--- src/rtl/alu_exec_pkg.sv ---
package alu_exec_pkg;

  // ~~~~~~~~~~~~~~~~~~~~~~~~~~~~~~
  // widths.
  // ~~~~~~~~~~~~~~~~~~~~~~~~~~~~~~

  localparam int XLEN_W       = 64;
  localparam int RNID_W       = 6;   // 64 physical registers.
  localparam int TGT_BUS_SIZE = 2;   // bus 0 is alu writeback, bus 1 is load side.

  // ~~~~~~~~~~~~~~~~~~~~~~~~~~~~~~
  // control encodings.
  // ~~~~~~~~~~~~~~~~~~~~~~~~~~~~~~

  typedef enum logic [3:0] {
    OP_NONE,
    OP_ADD,
    OP_SUB,
    OP_SLL,
    OP_SRL,
    OP_SRA,
    OP_ADD_32,
    OP_SLL_32,
    OP_SRL_32,
    OP_SRA_32,
    OP_LUI,
    OP_AUIPC
  } op_t;

  // operand 2 replacement taken from the instruction word.
  typedef enum logic [1:0] {
    IMM_NONE,
    IMM_I,      // 12 bit, sign extended.
    IMM_SH,     // 6 bit shamt.
    IMM_SH32    // 5 bit shamt.
  } imm_t;

  // ~~~~~~~~~~~~~~~~~~~~~~~~~~~~~~
  // pipe payloads.
  // ~~~~~~~~~~~~~~~~~~~~~~~~~~~~~~

  typedef struct packed {
    logic              valid;
    logic [31:0]       inst;
    logic [XLEN_W-1:0] pc_addr;
    logic              rs1_valid;
    logic [RNID_W-1:0] rs1_rnid;
    logic              rs2_valid;
    logic [RNID_W-1:0] rs2_rnid;
    logic              rd_valid;
    logic [RNID_W-1:0] rd_rnid;
  } issue_t;

  typedef struct packed {
    logic              valid;
    logic [RNID_W-1:0] rd_rnid;
    logic [XLEN_W-1:0] rd_data;
  } phy_wr_t;

  // wakeup notice, two cycles ahead of the data.
  typedef struct packed {
    logic              valid;
    logic [RNID_W-1:0] rd_rnid;
  } early_wr_t;

  typedef struct packed {
    logic              valid;
    logic [RNID_W-1:0] rnid;
  } regread_t;

endpackage

--- src/rtl/alu_ctrl_decoder.sv ---
module alu_ctrl_decoder
  import alu_exec_pkg::*;
(
  input  logic [31:0] i_inst,
  output op_t         o_op,
  output imm_t        o_imm
);

  localparam logic [6:0] OPC_OP       = 7'b0110011;
  localparam logic [6:0] OPC_OP_IMM   = 7'b0010011;
  localparam logic [6:0] OPC_OP_32    = 7'b0111011;
  localparam logic [6:0] OPC_OP_IMM32 = 7'b0011011;
  localparam logic [6:0] OPC_LUI      = 7'b0110111;
  localparam logic [6:0] OPC_AUIPC    = 7'b0010111;

  logic [6:0] w_opcode;
  logic [2:0] w_funct3;
  logic [6:0] w_funct7;
  logic       w_f7_zero;
  logic       w_f7_alt;   // bit 30 set, rest clear.
  logic       w_f6_zero;  // 64 bit shamt leaves inst[25] to the amount.
  logic       w_f6_alt;

  assign w_opcode  = i_inst[6:0];
  assign w_funct3  = i_inst[14:12];
  assign w_funct7  = i_inst[31:25];
  assign w_f7_zero = (w_funct7 == 7'b0000000);
  assign w_f7_alt  = (w_funct7 == 7'b0100000);
  assign w_f6_zero = (i_inst[31:26] == 6'b000000);
  assign w_f6_alt  = (i_inst[31:26] == 6'b010000);

  always_comb begin
    o_op  = OP_NONE;
    o_imm = IMM_NONE;
    case (w_opcode)
      OPC_OP: begin
        case (w_funct3)
          3'b000: o_op = w_f7_zero ? OP_ADD : w_f7_alt ? OP_SUB : OP_NONE;
          3'b001: o_op = w_f7_zero ? OP_SLL : OP_NONE;
          3'b101: o_op = w_f7_zero ? OP_SRL : w_f7_alt ? OP_SRA : OP_NONE;
          default: o_op = OP_NONE;
        endcase
      end
      OPC_OP_IMM: begin
        case (w_funct3)
          3'b000: begin
            o_op  = OP_ADD;
            o_imm = IMM_I;
          end
          3'b001: begin
            o_op  = w_f6_zero ? OP_SLL : OP_NONE;
            o_imm = IMM_SH;
          end
          3'b101: begin
            o_op  = w_f6_zero ? OP_SRL : w_f6_alt ? OP_SRA : OP_NONE;
            o_imm = IMM_SH;
          end
          default: o_op = OP_NONE;
        endcase
      end
      OPC_OP_32: begin
        case (w_funct3)
          3'b000: o_op = w_f7_zero ? OP_ADD_32 : OP_NONE;  // no subw here.
          3'b001: o_op = w_f7_zero ? OP_SLL_32 : OP_NONE;
          3'b101: o_op = w_f7_zero ? OP_SRL_32 : w_f7_alt ? OP_SRA_32 : OP_NONE;
          default: o_op = OP_NONE;
        endcase
      end
      OPC_OP_IMM32: begin
        case (w_funct3)
          3'b000: begin
            o_op  = OP_ADD_32;
            o_imm = IMM_I;
          end
          3'b001: begin
            o_op  = w_f7_zero ? OP_SLL_32 : OP_NONE;
            o_imm = IMM_SH32;
          end
          3'b101: begin
            o_op  = w_f7_zero ? OP_SRL_32 : w_f7_alt ? OP_SRA_32 : OP_NONE;
            o_imm = IMM_SH32;
          end
          default: o_op = OP_NONE;
        endcase
      end
      OPC_LUI:   o_op = OP_LUI;
      OPC_AUIPC: o_op = OP_AUIPC;
      default:   o_op = OP_NONE;
    endcase
  end

endmodule

--- src/rtl/onehot_select.sv ---
module onehot_select #(
  parameter int WIDTH = 64,
  parameter int WORDS = 2
) (
  input  logic [WORDS-1:0] i_oh,
  input  logic [WIDTH-1:0] i_data [WORDS],
  output logic [WIDTH-1:0] o_selected
);

  logic [WIDTH-1:0] w_masked [WORDS];

  for (genvar w = 0; w < WORDS; w++) begin : g_mask
    assign w_masked[w] = i_data[w] & {WIDTH{i_oh[w]}};
  end

  always_comb begin
    o_selected = '0;
    for (int w = 0; w < WORDS; w++) begin
      o_selected = o_selected | w_masked[w];
    end
  end

endmodule

--- src/rtl/alu_pipe.sv ---
module alu_pipe
  import alu_exec_pkg::*;
#(
  parameter int RV_ENTRY_SIZE = 16
) (
  input  logic                     i_clk,
  input  logic                     i_reset_n,
  input  issue_t                   i_issue,
  input  logic [RV_ENTRY_SIZE-1:0] i_issue_index,
  input  phy_wr_t                  i_tgt_wr [TGT_BUS_SIZE],
  input  logic [XLEN_W-1:0]        i_rs1_data,
  input  logic [XLEN_W-1:0]        i_rs2_data,
  output regread_t                 o_rs1_req,
  output regread_t                 o_rs2_req,
  output early_wr_t                o_early_wr,
  output phy_wr_t                  o_phy_wr,
  output logic                     o_done,
  output logic [RV_ENTRY_SIZE-1:0] o_done_index
);

  typedef struct packed {
    op_t  op;
    imm_t imm;
  } pipe_ctrl_t;

  pipe_ctrl_t                 w_ex0_ctrl;

  issue_t                     r_ex1_issue;
  logic [RV_ENTRY_SIZE-1:0]   r_ex1_index;
  pipe_ctrl_t                 r_ex1_ctrl;
  logic [XLEN_W-1:0]          w_ex1_imm;

  issue_t                     r_ex2_issue;
  logic [RV_ENTRY_SIZE-1:0]   r_ex2_index;
  pipe_ctrl_t                 r_ex2_ctrl;
  logic [XLEN_W-1:0]          r_ex2_rs1_data;
  logic [XLEN_W-1:0]          r_ex2_rs2_data;
  logic [TGT_BUS_SIZE-1:0]    w_ex2_rs1_hit;
  logic [TGT_BUS_SIZE-1:0]    w_ex2_rs2_hit;
  logic [XLEN_W-1:0]          w_ex2_tgt_data [TGT_BUS_SIZE];
  logic [XLEN_W-1:0]          w_ex2_rs1_fwd;
  logic [XLEN_W-1:0]          w_ex2_rs2_fwd;
  logic [XLEN_W-1:0]          w_ex2_rs1;
  logic [XLEN_W-1:0]          w_ex2_rs2;
  logic [XLEN_W-1:0]          w_ex2_upper_imm;
  logic [31:0]                w_ex2_word;
  logic [XLEN_W-1:0]          w_ex2_result;

  logic                       r_ex3_valid;
  logic [RV_ENTRY_SIZE-1:0]   r_ex3_index;
  phy_wr_t                    r_ex3_phy_wr;

  // ~~~~~~~~~~~~~~~~~~~~~~~~~~~~~~
  // ex0 / ex1.
  // ~~~~~~~~~~~~~~~~~~~~~~~~~~~~~~

  alu_ctrl_decoder u_decoder (
    .i_inst (i_issue.inst),
    .o_op   (w_ex0_ctrl.op),
    .o_imm  (w_ex0_ctrl.imm)
  );

  always_ff @(posedge i_clk or negedge i_reset_n) begin
    if (!i_reset_n) begin
      r_ex1_issue <= '0;
      r_ex1_index <= '0;
      r_ex1_ctrl  <= '0;
    end else begin
      r_ex1_issue <= i_issue;
      r_ex1_index <= i_issue_index;
      r_ex1_ctrl  <= w_ex0_ctrl;
    end
  end

  assign o_rs1_req.valid = r_ex1_issue.valid & r_ex1_issue.rs1_valid;
  assign o_rs1_req.rnid  = r_ex1_issue.rs1_rnid;
  assign o_rs2_req.valid = r_ex1_issue.valid & r_ex1_issue.rs2_valid;
  assign o_rs2_req.rnid  = r_ex1_issue.rs2_rnid;

  assign o_early_wr.valid   = r_ex1_issue.valid & r_ex1_issue.rd_valid;
  assign o_early_wr.rd_rnid = r_ex1_issue.rd_rnid;

  always_comb begin
    case (r_ex1_ctrl.imm)
      IMM_I:    w_ex1_imm = {{(XLEN_W-12){r_ex1_issue.inst[31]}}, r_ex1_issue.inst[31:20]};
      IMM_SH:   w_ex1_imm = {{(XLEN_W-6){1'b0}}, r_ex1_issue.inst[25:20]};
      IMM_SH32: w_ex1_imm = {{(XLEN_W-5){1'b0}}, r_ex1_issue.inst[24:20]};
      default:  w_ex1_imm = '0;
    endcase
  end

  always_ff @(posedge i_clk or negedge i_reset_n) begin
    if (!i_reset_n) begin
      r_ex2_issue    <= '0;
      r_ex2_index    <= '0;
      r_ex2_ctrl     <= '0;
      r_ex2_rs1_data <= '0;
      r_ex2_rs2_data <= '0;
    end else begin
      r_ex2_issue    <= r_ex1_issue;
      r_ex2_index    <= r_ex1_index;
      r_ex2_ctrl     <= r_ex1_ctrl;
      r_ex2_rs1_data <= i_rs1_data;
      r_ex2_rs2_data <= (r_ex1_ctrl.imm != IMM_NONE) ? w_ex1_imm : i_rs2_data;
    end
  end

  // ~~~~~~~~~~~~~~~~~~~~~~~~~~~~~~
  // ex2 forwarding and execute.
  // ~~~~~~~~~~~~~~~~~~~~~~~~~~~~~~

  for (genvar b = 0; b < TGT_BUS_SIZE; b++) begin : g_fwd
    assign w_ex2_rs1_hit[b] = r_ex2_issue.rs1_valid & i_tgt_wr[b].valid &
                              (r_ex2_issue.rs1_rnid == i_tgt_wr[b].rd_rnid) &
                              (r_ex2_issue.rs1_rnid != '0);
    // an immediate in operand 2 is never replaced.
    assign w_ex2_rs2_hit[b] = r_ex2_issue.rs2_valid & i_tgt_wr[b].valid &
                              (r_ex2_ctrl.imm == IMM_NONE) &
                              (r_ex2_issue.rs2_rnid == i_tgt_wr[b].rd_rnid) &
                              (r_ex2_issue.rs2_rnid != '0);
    assign w_ex2_tgt_data[b] = i_tgt_wr[b].rd_data;
  end

  onehot_select #(
    .WIDTH (XLEN_W),
    .WORDS (TGT_BUS_SIZE)
  ) u_rs1_select (
    .i_oh       (w_ex2_rs1_hit),
    .i_data     (w_ex2_tgt_data),
    .o_selected (w_ex2_rs1_fwd)
  );

  onehot_select #(
    .WIDTH (XLEN_W),
    .WORDS (TGT_BUS_SIZE)
  ) u_rs2_select (
    .i_oh       (w_ex2_rs2_hit),
    .i_data     (w_ex2_tgt_data),
    .o_selected (w_ex2_rs2_fwd)
  );

  assign w_ex2_rs1 = |w_ex2_rs1_hit ? w_ex2_rs1_fwd : r_ex2_rs1_data;
  assign w_ex2_rs2 = |w_ex2_rs2_hit ? w_ex2_rs2_fwd : r_ex2_rs2_data;

  assign w_ex2_upper_imm = {{(XLEN_W-32){r_ex2_issue.inst[31]}}, r_ex2_issue.inst[31:12], 12'h000};

  always_comb begin
    case (r_ex2_ctrl.op)
      OP_ADD_32: w_ex2_word = w_ex2_rs1[31:0] + w_ex2_rs2[31:0];
      OP_SLL_32: w_ex2_word = w_ex2_rs1[31:0] << w_ex2_rs2[4:0];
      OP_SRL_32: w_ex2_word = w_ex2_rs1[31:0] >> w_ex2_rs2[4:0];
      OP_SRA_32: w_ex2_word = $signed(w_ex2_rs1[31:0]) >>> w_ex2_rs2[4:0];
      default:   w_ex2_word = '0;
    endcase
  end

  always_comb begin
    case (r_ex2_ctrl.op)
      OP_ADD:   w_ex2_result = w_ex2_rs1 + w_ex2_rs2;
      OP_SUB:   w_ex2_result = w_ex2_rs1 - w_ex2_rs2;
      OP_SLL:   w_ex2_result = w_ex2_rs1 << w_ex2_rs2[5:0];
      OP_SRL:   w_ex2_result = w_ex2_rs1 >> w_ex2_rs2[5:0];
      OP_SRA:   w_ex2_result = $signed(w_ex2_rs1) >>> w_ex2_rs2[5:0];
      OP_ADD_32, OP_SLL_32, OP_SRL_32, OP_SRA_32:
        w_ex2_result = {{(XLEN_W-32){w_ex2_word[31]}}, w_ex2_word};
      OP_LUI:   w_ex2_result = w_ex2_upper_imm;
      OP_AUIPC: w_ex2_result = r_ex2_issue.pc_addr + w_ex2_upper_imm;
      default:  w_ex2_result = '0;  // unsupported still writes back.
    endcase
  end

  // ~~~~~~~~~~~~~~~~~~~~~~~~~~~~~~
  // ex3 writeback.
  // ~~~~~~~~~~~~~~~~~~~~~~~~~~~~~~

  always_ff @(posedge i_clk or negedge i_reset_n) begin
    if (!i_reset_n) begin
      r_ex3_valid  <= 1'b0;
      r_ex3_index  <= '0;
      r_ex3_phy_wr <= '0;
    end else begin
      r_ex3_valid          <= r_ex2_issue.valid;
      r_ex3_index          <= r_ex2_index;
      r_ex3_phy_wr.valid   <= r_ex2_issue.valid & r_ex2_issue.rd_valid;
      r_ex3_phy_wr.rd_rnid <= r_ex2_issue.rd_rnid;
      r_ex3_phy_wr.rd_data <= w_ex2_result;
    end
  end

  assign o_phy_wr     = r_ex3_phy_wr;
  assign o_done       = r_ex3_valid;
  assign o_done_index = r_ex3_index;

endmodule

--- config.mk ---
export PLATFORM = sky130hd
export DESIGN_NAME = alu_pipe
export DESIGN_NICKNAME = d
export VERILOG_FILES = /design/src/rtl/alu_exec_pkg.sv /design/src/rtl/alu_ctrl_decoder.sv /design/src/rtl/onehot_select.sv /design/src/rtl/alu_pipe.sv
export SDC_FILE = /design/constraint.sdc
export NUM_CORES = 2
export LEC_CHECK = 0
export BUFFER_PORTS_ARGS = -buffer_cell sky130_fd_sc_hd__clkbuf_2
export CORE_ASPECT_RATIO = 0.6
export CORE_MARGIN = 4
export CORE_UTILIZATION = 45
export CTS_CLUSTER_SIZE = 30
export DETAILED_ROUTE_END_ITERATION = 12
export RECOVER_POWER = 25
export SETUP_SLACK_MARGIN = 0.05
export SKIP_LAST_GASP = 1
export SYNTH_ARGS = -nofsm -noshare
export SYNTH_HDL_FRONTEND = slang
export SYNTH_HIERARCHICAL = 1
export SYNTH_SLANG_ARGS = --single-unit
--- constraint.sdc ---
create_clock -name i_clk -period 9.5 [get_ports i_clk]
set_clock_uncertainty 0.2 [all_clocks]
set_input_delay 0.475 -clock i_clk [delete_from_list [all_inputs] [get_ports i_clk]]
set_output_delay 0.475 -clock i_clk [all_outputs]
set_load 0.05 [all_outputs]
After elaboration in Yosys (flattened, before gate mapping)
Cells that the tools add are included.
W data, S select, Z words.
{"block": "op_classes", "bitwise": 24, "n_shift": 6, "n_eq_ne": 28, "n_reduce_logical": 11, "n_mux": 26, "addsub": 4}
{"cell": "$pmux W64 S8", "count": 1}
{"cell": "$and A64 B64 Y64", "count": 4}
{"cell": "$mux W64", "count": 3}
{"cell": "$pmux W64 S3", "count": 1}
{"cell": "$add A64 B64 Y64", "count": 2}
{"cell": "$or A64 B64 Y64", "count": 2}
{"cell": "$pmux W32 S4", "count": 1}
{"cell": "$shl A64 B6 Y64", "count": 1}
{"cell": "$shr A64 B6 Y64", "count": 1}
{"cell": "$sshr A64 B6 Y64", "count": 1}
{"cell": "$sub A64 B64 Y64", "count": 1}
{"cell": "$pmux W4 S3", "count": 4}
{"cell": "$add A32 B32 Y32", "count": 1}
{"cell": "$shl A32 B5 Y32", "count": 1}
{"cell": "$shr A32 B5 Y32", "count": 1}
{"cell": "$sshr A32 B5 Y32", "count": 1}
{"cell": "$eq A7 B6 Y1 const B", "count": 4}
{"cell": "$eq A6 B6 Y1", "count": 4}
{"cell": "$pmux W4 S6", "count": 1}
{"cell": "$eq A7 B5 Y1 const B", "count": 3}
{"cell": "$mux W4", "count": 5}
{"cell": "$and A1 B1 Y1", "count": 18}
{"cell": "$eq A4 B3 Y1 const B", "count": 4}
{"cell": "$eq A4 B4 Y1 const B", "count": 4}
{"cell": "18 further kinds", "count": 30}
{"block": "word_totals", "output_inout_bits": 109, "register_bits": 496, "inputBits": 406}

Longest topological paths before layout
{"block": "depth", "depth_word": 10, "ltp_mapped": 34}

Hierarchy
The synthesis kept the hierarchy.
{"mod": "alu_pipe", "n_inst": 1, "cells_per_inst": 4280, "area_per_inst_um2": 36362.4}
{"mod": "onehot_select", "n_inst": 2, "cells_per_inst": 78, "area_per_inst_um2": 723.2}
{"mod": "alu_ctrl_decoder", "n_inst": 1, "cells_per_inst": 45, "area_per_inst_um2": 305.3}

Worst setup path before layout
Ideal clock, no wire load.
{"block": "synth_path", "kind": "reg-to-reg", "from": "reg r_ex2_issue[7] (netlist bit)", "to": "reg r_ex3_phy_wr (netlist bit o_phy_wr[52])", "required_ns": 9.161, "arrival_ns": 7.016, "path_stages_with_launch": 31, "setup_ns": 0.139, "setup_slack_ns": 2.145, "path_buffers": 3, "cell_sequence": "dfrtp_1 > or4_1 > o31ai_1 > or3_2 > inv_2 > buf_6 > buf_6 > a22o_1 > or4_1 > or3_1 > or3_1 > or4_1 > o41ai_1 > nand2_1 > nor2_1 > nor2_1 > xor2_1 > ha_1 > clkbuf_1 > and4_1 > nand3_1 > nor3_1 > inv_1 > a2111oi_0 > a21o_1 > a211o_1 > a21oi_1 > o21ai_0 > xnor2_1 > nor2_1 > or4b_1"}
{"block": "synth_between", "elab_chain_cells": 9, "elab_cells_between_ends": 23, "cone_classes": "add/sub: 3; eq/ne: 2; shift: 6; mux: 3; bitwise: 7; reduce/logical: 2"}
{"item": "start: declaration", "line_no": "alu_pipe.sv:33", "text": "issue_t r_ex2_issue;"}
{"item": "start signal: assignment", "line_no": "alu_pipe.sv:100", "text": "r_ex2_issue <= r_ex1_issue;"}
{"item": "$eq A6 B6 Y1", "line_no": "alu_pipe.sv:119", "text": "(r_ex2_issue.rs2_rnid == i_tgt_wr[b].rd_rnid) &"}
{"item": "$and A1 B1 Y1", "line_no": "alu_pipe.sv:118", "text": "(r_ex2_ctrl.imm == IMM_NONE) &"}
{"item": "$and A1 B1 Y1 (*)", "line_no": "alu_pipe.sv:119"}
{"item": "named net w_ex2_rs2_hit[0]", "line_no": "alu_pipe.sv:39", "text": "logic [TGT_BUS_SIZE-1:0] w_ex2_rs2_hit;"}
{"item": "$and A64 B64 Y64 (*)", "line_no": "onehot_select.sv:13", "text": "assign w_masked[w] = i_data[w] & {WIDTH{i_oh[w]}};"}
{"item": "$or A64 B64 Y64 (*)", "line_no": "onehot_select.sv:19", "text": "o_selected = o_selected | w_masked[w];"}
{"item": "named net w_ex2_rs2_fwd[18]", "line_no": "alu_pipe.sv:42", "text": "logic [XLEN_W-1:0] w_ex2_rs2_fwd;"}
{"item": "$mux W64 (*)", "line_no": "alu_pipe.sv:143", "text": "assign w_ex2_rs2 = |w_ex2_rs2_hit ? w_ex2_rs2_fwd : r_ex2_rs2_data;"}
{"item": "$add A32 B32 Y32", "line_no": "alu_pipe.sv:149", "text": "OP_ADD_32: w_ex2_word = w_ex2_rs1[31:0] + w_ex2_rs2[31:0];"}
{"item": "$pmux W32 S4", "line_no": "alu_pipe.sv:148", "text": "case (r_ex2_ctrl.op)"}
{"item": "$pmux W64 S8 (*)", "line_no": "alu_pipe.sv:158", "text": "case (r_ex2_ctrl.op)"}
{"item": "named net w_ex2_result[52]", "line_no": "alu_pipe.sv:47", "text": "logic [XLEN_W-1:0] w_ex2_result;"}
{"item": "end: declaration", "line_no": "alu_pipe.sv:51", "text": "phy_wr_t r_ex3_phy_wr;"}
The timed path passes the listed nets; every way through them passes the cells marked *.

Worst setup path in the final report
{"block": "layout_path", "from": "reg r_ex2_issue[7] (netlist bit)", "to": "reg r_ex3_phy_wr (netlist bit o_phy_wr[62])"}
{"block": "layout_between", "elab_chain_cells": 9, "elab_cells_between_ends": 23, "cone_classes": "add/sub: 3; eq/ne: 2; shift: 6; mux: 3; bitwise: 7; reduce/logical: 2"}
{"item": "$eq A6 B6 Y1", "line_no": "alu_pipe.sv:119"}
{"item": "$and A1 B1 Y1", "line_no": "alu_pipe.sv:118"}
{"item": "$and A1 B1 Y1 (*)", "line_no": "alu_pipe.sv:119"}
{"item": "named net w_ex2_rs2_hit[1]", "line_no": "alu_pipe.sv:39"}
{"item": "$and A64 B64 Y64 (*)", "line_no": "onehot_select.sv:13"}
{"item": "$or A64 B64 Y64 (*)", "line_no": "onehot_select.sv:19"}
{"item": "named net w_ex2_rs2_fwd[0]", "line_no": "alu_pipe.sv:42"}
{"item": "$mux W64 (*)", "line_no": "alu_pipe.sv:143"}
{"item": "$add A32 B32 Y32, or another cell as far along", "line_no": "alu_pipe.sv:149"}
{"item": "$pmux W32 S4", "line_no": "alu_pipe.sv:148"}
{"item": "$pmux W64 S8 (*)", "line_no": "alu_pipe.sv:158"}
{"item": "named net w_ex2_result[62]", "line_no": "alu_pipe.sv:47"}
Marks and branches as above.

==> run summary <==
======================================================================================
Number of pins with negative max-slew slack in the final report .........            0
Final period util .......................................................        92.6%
Static leakage power ....................................................      21.8 nW
Initial DRT Pass Iterations .............................................            8
Average size of a mapped cell ...........................................   8.51 sq um
Layout overhead on the synthesized area .................................        19.5%
Unrepaired setup endpoints after global routing .........................        false
Distinct cell type count of the synthesized netlist .....................          105
Slew Limit Headroom .....................................................        4.86%
Cell with the most instances after synthesis ............................      nand2_1
Number of standard-cell rows in the floorplan ...........................           82
Number of top-level design ports ........................................          515
Post-route DRC ..........................................................            0
Crit path largest cell delay ............................................      0.54 ns
Clock insertion delay at the later pin of the skew report ...............      0.63 ns
Routed wire length per instance .........................................      29.1 um
Highest metal layer with signal wires ...................................         met5
Utilization of the core after routing ...................................        54.4%
Share of the synthesized area in the top cell type ......................        31.0%
Clock sink count ........................................................          472
Total standard cell area after synthesis ................................ 0.0381 sq mm
Power share of the clock group ..........................................        30.0%
Setup TNS Final .........................................................         0 ns
Kind of launch point of the worst setup path ............................     register
Chip height .............................................................       233 um
GR Util All Layers ......................................................        39.7%
DRT antenna net count ...................................................            0
Net Count, Synth ........................................................         5035
Synthesis-stage register bit count ......................................          472
Iteration-0 DRC Markers .................................................         5835
Number of buffers created by CTS ........................................           45
Longest Clk Path Bufs ...................................................            3
Ratio of routed vias to standard cells ..................................         6.37
Crit end category .......................................................     register
Share of total power consumed by net switching ..........................        37.1%
CTS clk-pin slew, worst paths ...........................................      0.06 ns
Total net switching power ...............................................    0.00225 W
Dpl hpwl ................................................................    143000 um
Met1 layer wirelength in the final routing ..............................     77700 um
Total via count after detailed routing ..................................        40000
Type of the most critical hold path ..................................... input pin to register
Number of endpoints with negative hold slack in the final report ........            0
Internal cell power .....................................................    0.00381 W
Least-Margin Pin Slew ...................................................      1.42 ns
Post-route minimum period ...............................................      8.79 ns
I/O Buffers .............................................................          509
Count of flip-flops with a built-in enable after synthesis ..............            0
Main area contributors after synthesis .................................. dfrtp_1 31%, mux2i_1 9.4%, nand2_1 5.1%, ha_1 4.8%, a21oi_1 4.1%
Met3 routed WL ..........................................................     23700 um
Portion of the post-synthesis area used by sequential elements ..........        31.0%
Power per cell area .....................................................  133 mW/mm^2
Worst voltage drop across the vdd grid ..................................   0.000131 V
Layout cell share with drive strength beyond 1 ..........................        17.0%
Standard cell with the maximum stage delay on the critical path .........        or4_1
Post-synthesis instance total ...........................................         4481
Initial Utilization .....................................................        45.5%
Largest net degree at the start of global routing .......................          162
Timing-limited maximum frequency ........................................      114 MHz
Remaining Overflow, GRT .................................................            0
Leading post-synthesis cells by instance count .......................... 515 x nand2_1, 472 x dfrtp_1, 359 x mux2i_1
Met2 wire length ........................................................     74200 um
Die area ................................................................ 0.0896 sq mm
Final setup fails .......................................................            0
H-tree level count ......................................................            2
Number of nets in the finished design ...................................         5665
Die span in x ...........................................................       384 um
Antenna violations before repair ........................................           11
Maximum fanout encountered on the critical timing path ..................           43
Weighted congestion reported at the end of routability-driven placement .         1.11
Worst path arrival time .................................................      9.09 ns
Sequential fraction of design power .....................................        35.5%
Total wire length after detailed routing ................................    183000 um
Crit Path Category ...................................................... register to register
Async SR Flop Fraction ..................................................         100%
Vias in the first global route ..........................................        37500
Core Region ............................................................. 0.0837 sq mm
Max Cap Violations ......................................................            0
First-pass GRT wire length ..............................................    261000 um
Part of the power in combinational logic ................................        34.4%
Synth area leader .......................................................      dfrtp_1
WP data required ........................................................      9.79 ns
CTS Root Buffer Type ....................................................    clkbuf_16
Yosys warns .............................................................            6
Clock tree from TritonCTS ...............................................        built
Result of the run ....................................................... finished, final reports clean
Main synth FF type ......................................................      dfrtp_1
======================================================================================
layout by cell type (no fill, tap or decap), drive strengths merged, types with 36 or more instances in the layout:
cell         Yosys  final
nand2          516    516
a22o           137    137
mux2i          360    360
mux2            67     67
clkbuf         149    568
nor3           112    112
a211oi          38     38
inv            114    118
a21o           149    149
a21oi          317    317
o21ai          316    316
a31oi           40     40
nand3          111    111
ha             145    145
xnor2          138    138
dlygate4sd3      0    252
xor2            68     68
o211ai         104    104
nor2           332    332
dfrtp          472    472
buf            173    145
nand4           36     36
worst paths after layout:
| kind | startpoint | to | slack, ns | cells past startpoint |
|---|---|---|---|---|
| max in group asynchronous | i_reset_n | r_ex2_ctrl[2]$_DFF_PN0_ | 6.66 | 4 |
| min in group asynchronous | i_reset_n | r_ex2_index[0]$_DFF_PN0_ | 0.27 | 2 |
| worst min-delay path | i_issue[90] | r_ex1_ctrl[2]$_DFF_PN0_ | 0.03 | 3 |
| worst max register to register | r_ex2_issue[7]$_DFF_PN0_ | o_phy_wr[62]$_DFF_PN0_ | 0.71 | 30 |
| worst min register to register | r_ex2_index[7]$_DFF_PN0_ | o_done_index[7]$_DFF_PN0_ | 0.15 | 0 |
| worst max-delay path | r_ex2_issue[7]$_DFF_PN0_ | o_phy_wr[62]$_DFF_PN0_ | 0.71 | 30 |
flip-flops by register name, indices dropped and copies added (netlist names), 16 cells and up:
signal,flops
r_ex2_index,16
o_phy_wr,71
r_ex1_issue,88
r_ex1_index,16
r_ex2_issue,106
o_done_index,16
r_ex2_rs2_data,64
r_ex2_rs1_data,64
timing repair:
action	CTS	global route
hold buffers	252	0
resized for setup	0	0
endpoints found under the hold margin	332	0
buffers inserted	0	0
per-stage QoR:
step / total power (W) / setup slack (ns) / hold slack [ns] / instances / area (sq um)
5_1_grt: 0.00629 / 0.176 / 0.0689 / 6282 / 45500
2_1_floorplan: 0.00333 / 2.15 / -0.0206 / 4481 / 38100
3_5_place_dp: 0.00409 / 1.03 / 0.135 / 5946 / 41500
3_3_place_gp: 0.00409 / 1.15 / 0.131 / 5946 / 41500
4_1_cts: 0.00601 / 0.978 / 0.00625 / 6279 / 45500
6_report: 0.00607 / 0.706 / 0.0339 / 6288 / 45500
critical path, delay by kind of cell (launching register included):
family	cells	cell delay (ns)
AO/OA/AOI/OAI	15	3.71
AND/OR/NAND/NOR	10	3.03
buffers and inverters	3	0.77
flip-flops	1	0.42
adder cells (fa/ha/maj)	1	0.38
XOR/XNOR	1	0.15
cell families after synthesis:
| logic type | synth area share, % |
|---|---|
| muxes | 12.0 |
| and+or+nand+nor | 16.1 |
| adders and majority gates | 4.97 |
| DFF | 31.0 |
| buffers and inverters | 5.91 |
| xor gates and xnor gates | 4.73 |
| AOI/OAI and AO/OA | 25.3 |
routing by layer:
layer,vias to the layer above,track usage [%]
li1,17800,-
met1,19500,56.0
met2,2433,55.9
met3,341,13.8
met4,2,14.3
met5,-,0
power by group through the flow:
stage	registers, W	clock network [W]	logic (W)
detailed placement	0.00219	0	0.00190
CTS	0.00215	0.00186	0.00200
global route	0.00216	0.00195	0.00218
floorplan	0.00221	0	0.00112
finish	0.00216	0.00182	0.00209
global placement	0.00219	0	0.00190
area by class of cell:
| cell class | instances | area (sq um) |
|---|---|---|
| tap | 1134 | 1420 |
| antenna | 9 | 22.5 |
| sequential | 472 | 11800 |
| fill | 7895 | 38200 |
| timing repair buffer | 905 | 6210 |
| clock buffer | 60 | 1260 |
| clock inverter | 21 | 206 |
| inverter | 117 | 457 |
| multi-input combinational | 3570 | 24200 |
Note: power is estimated with default switching activity, not from simulation.
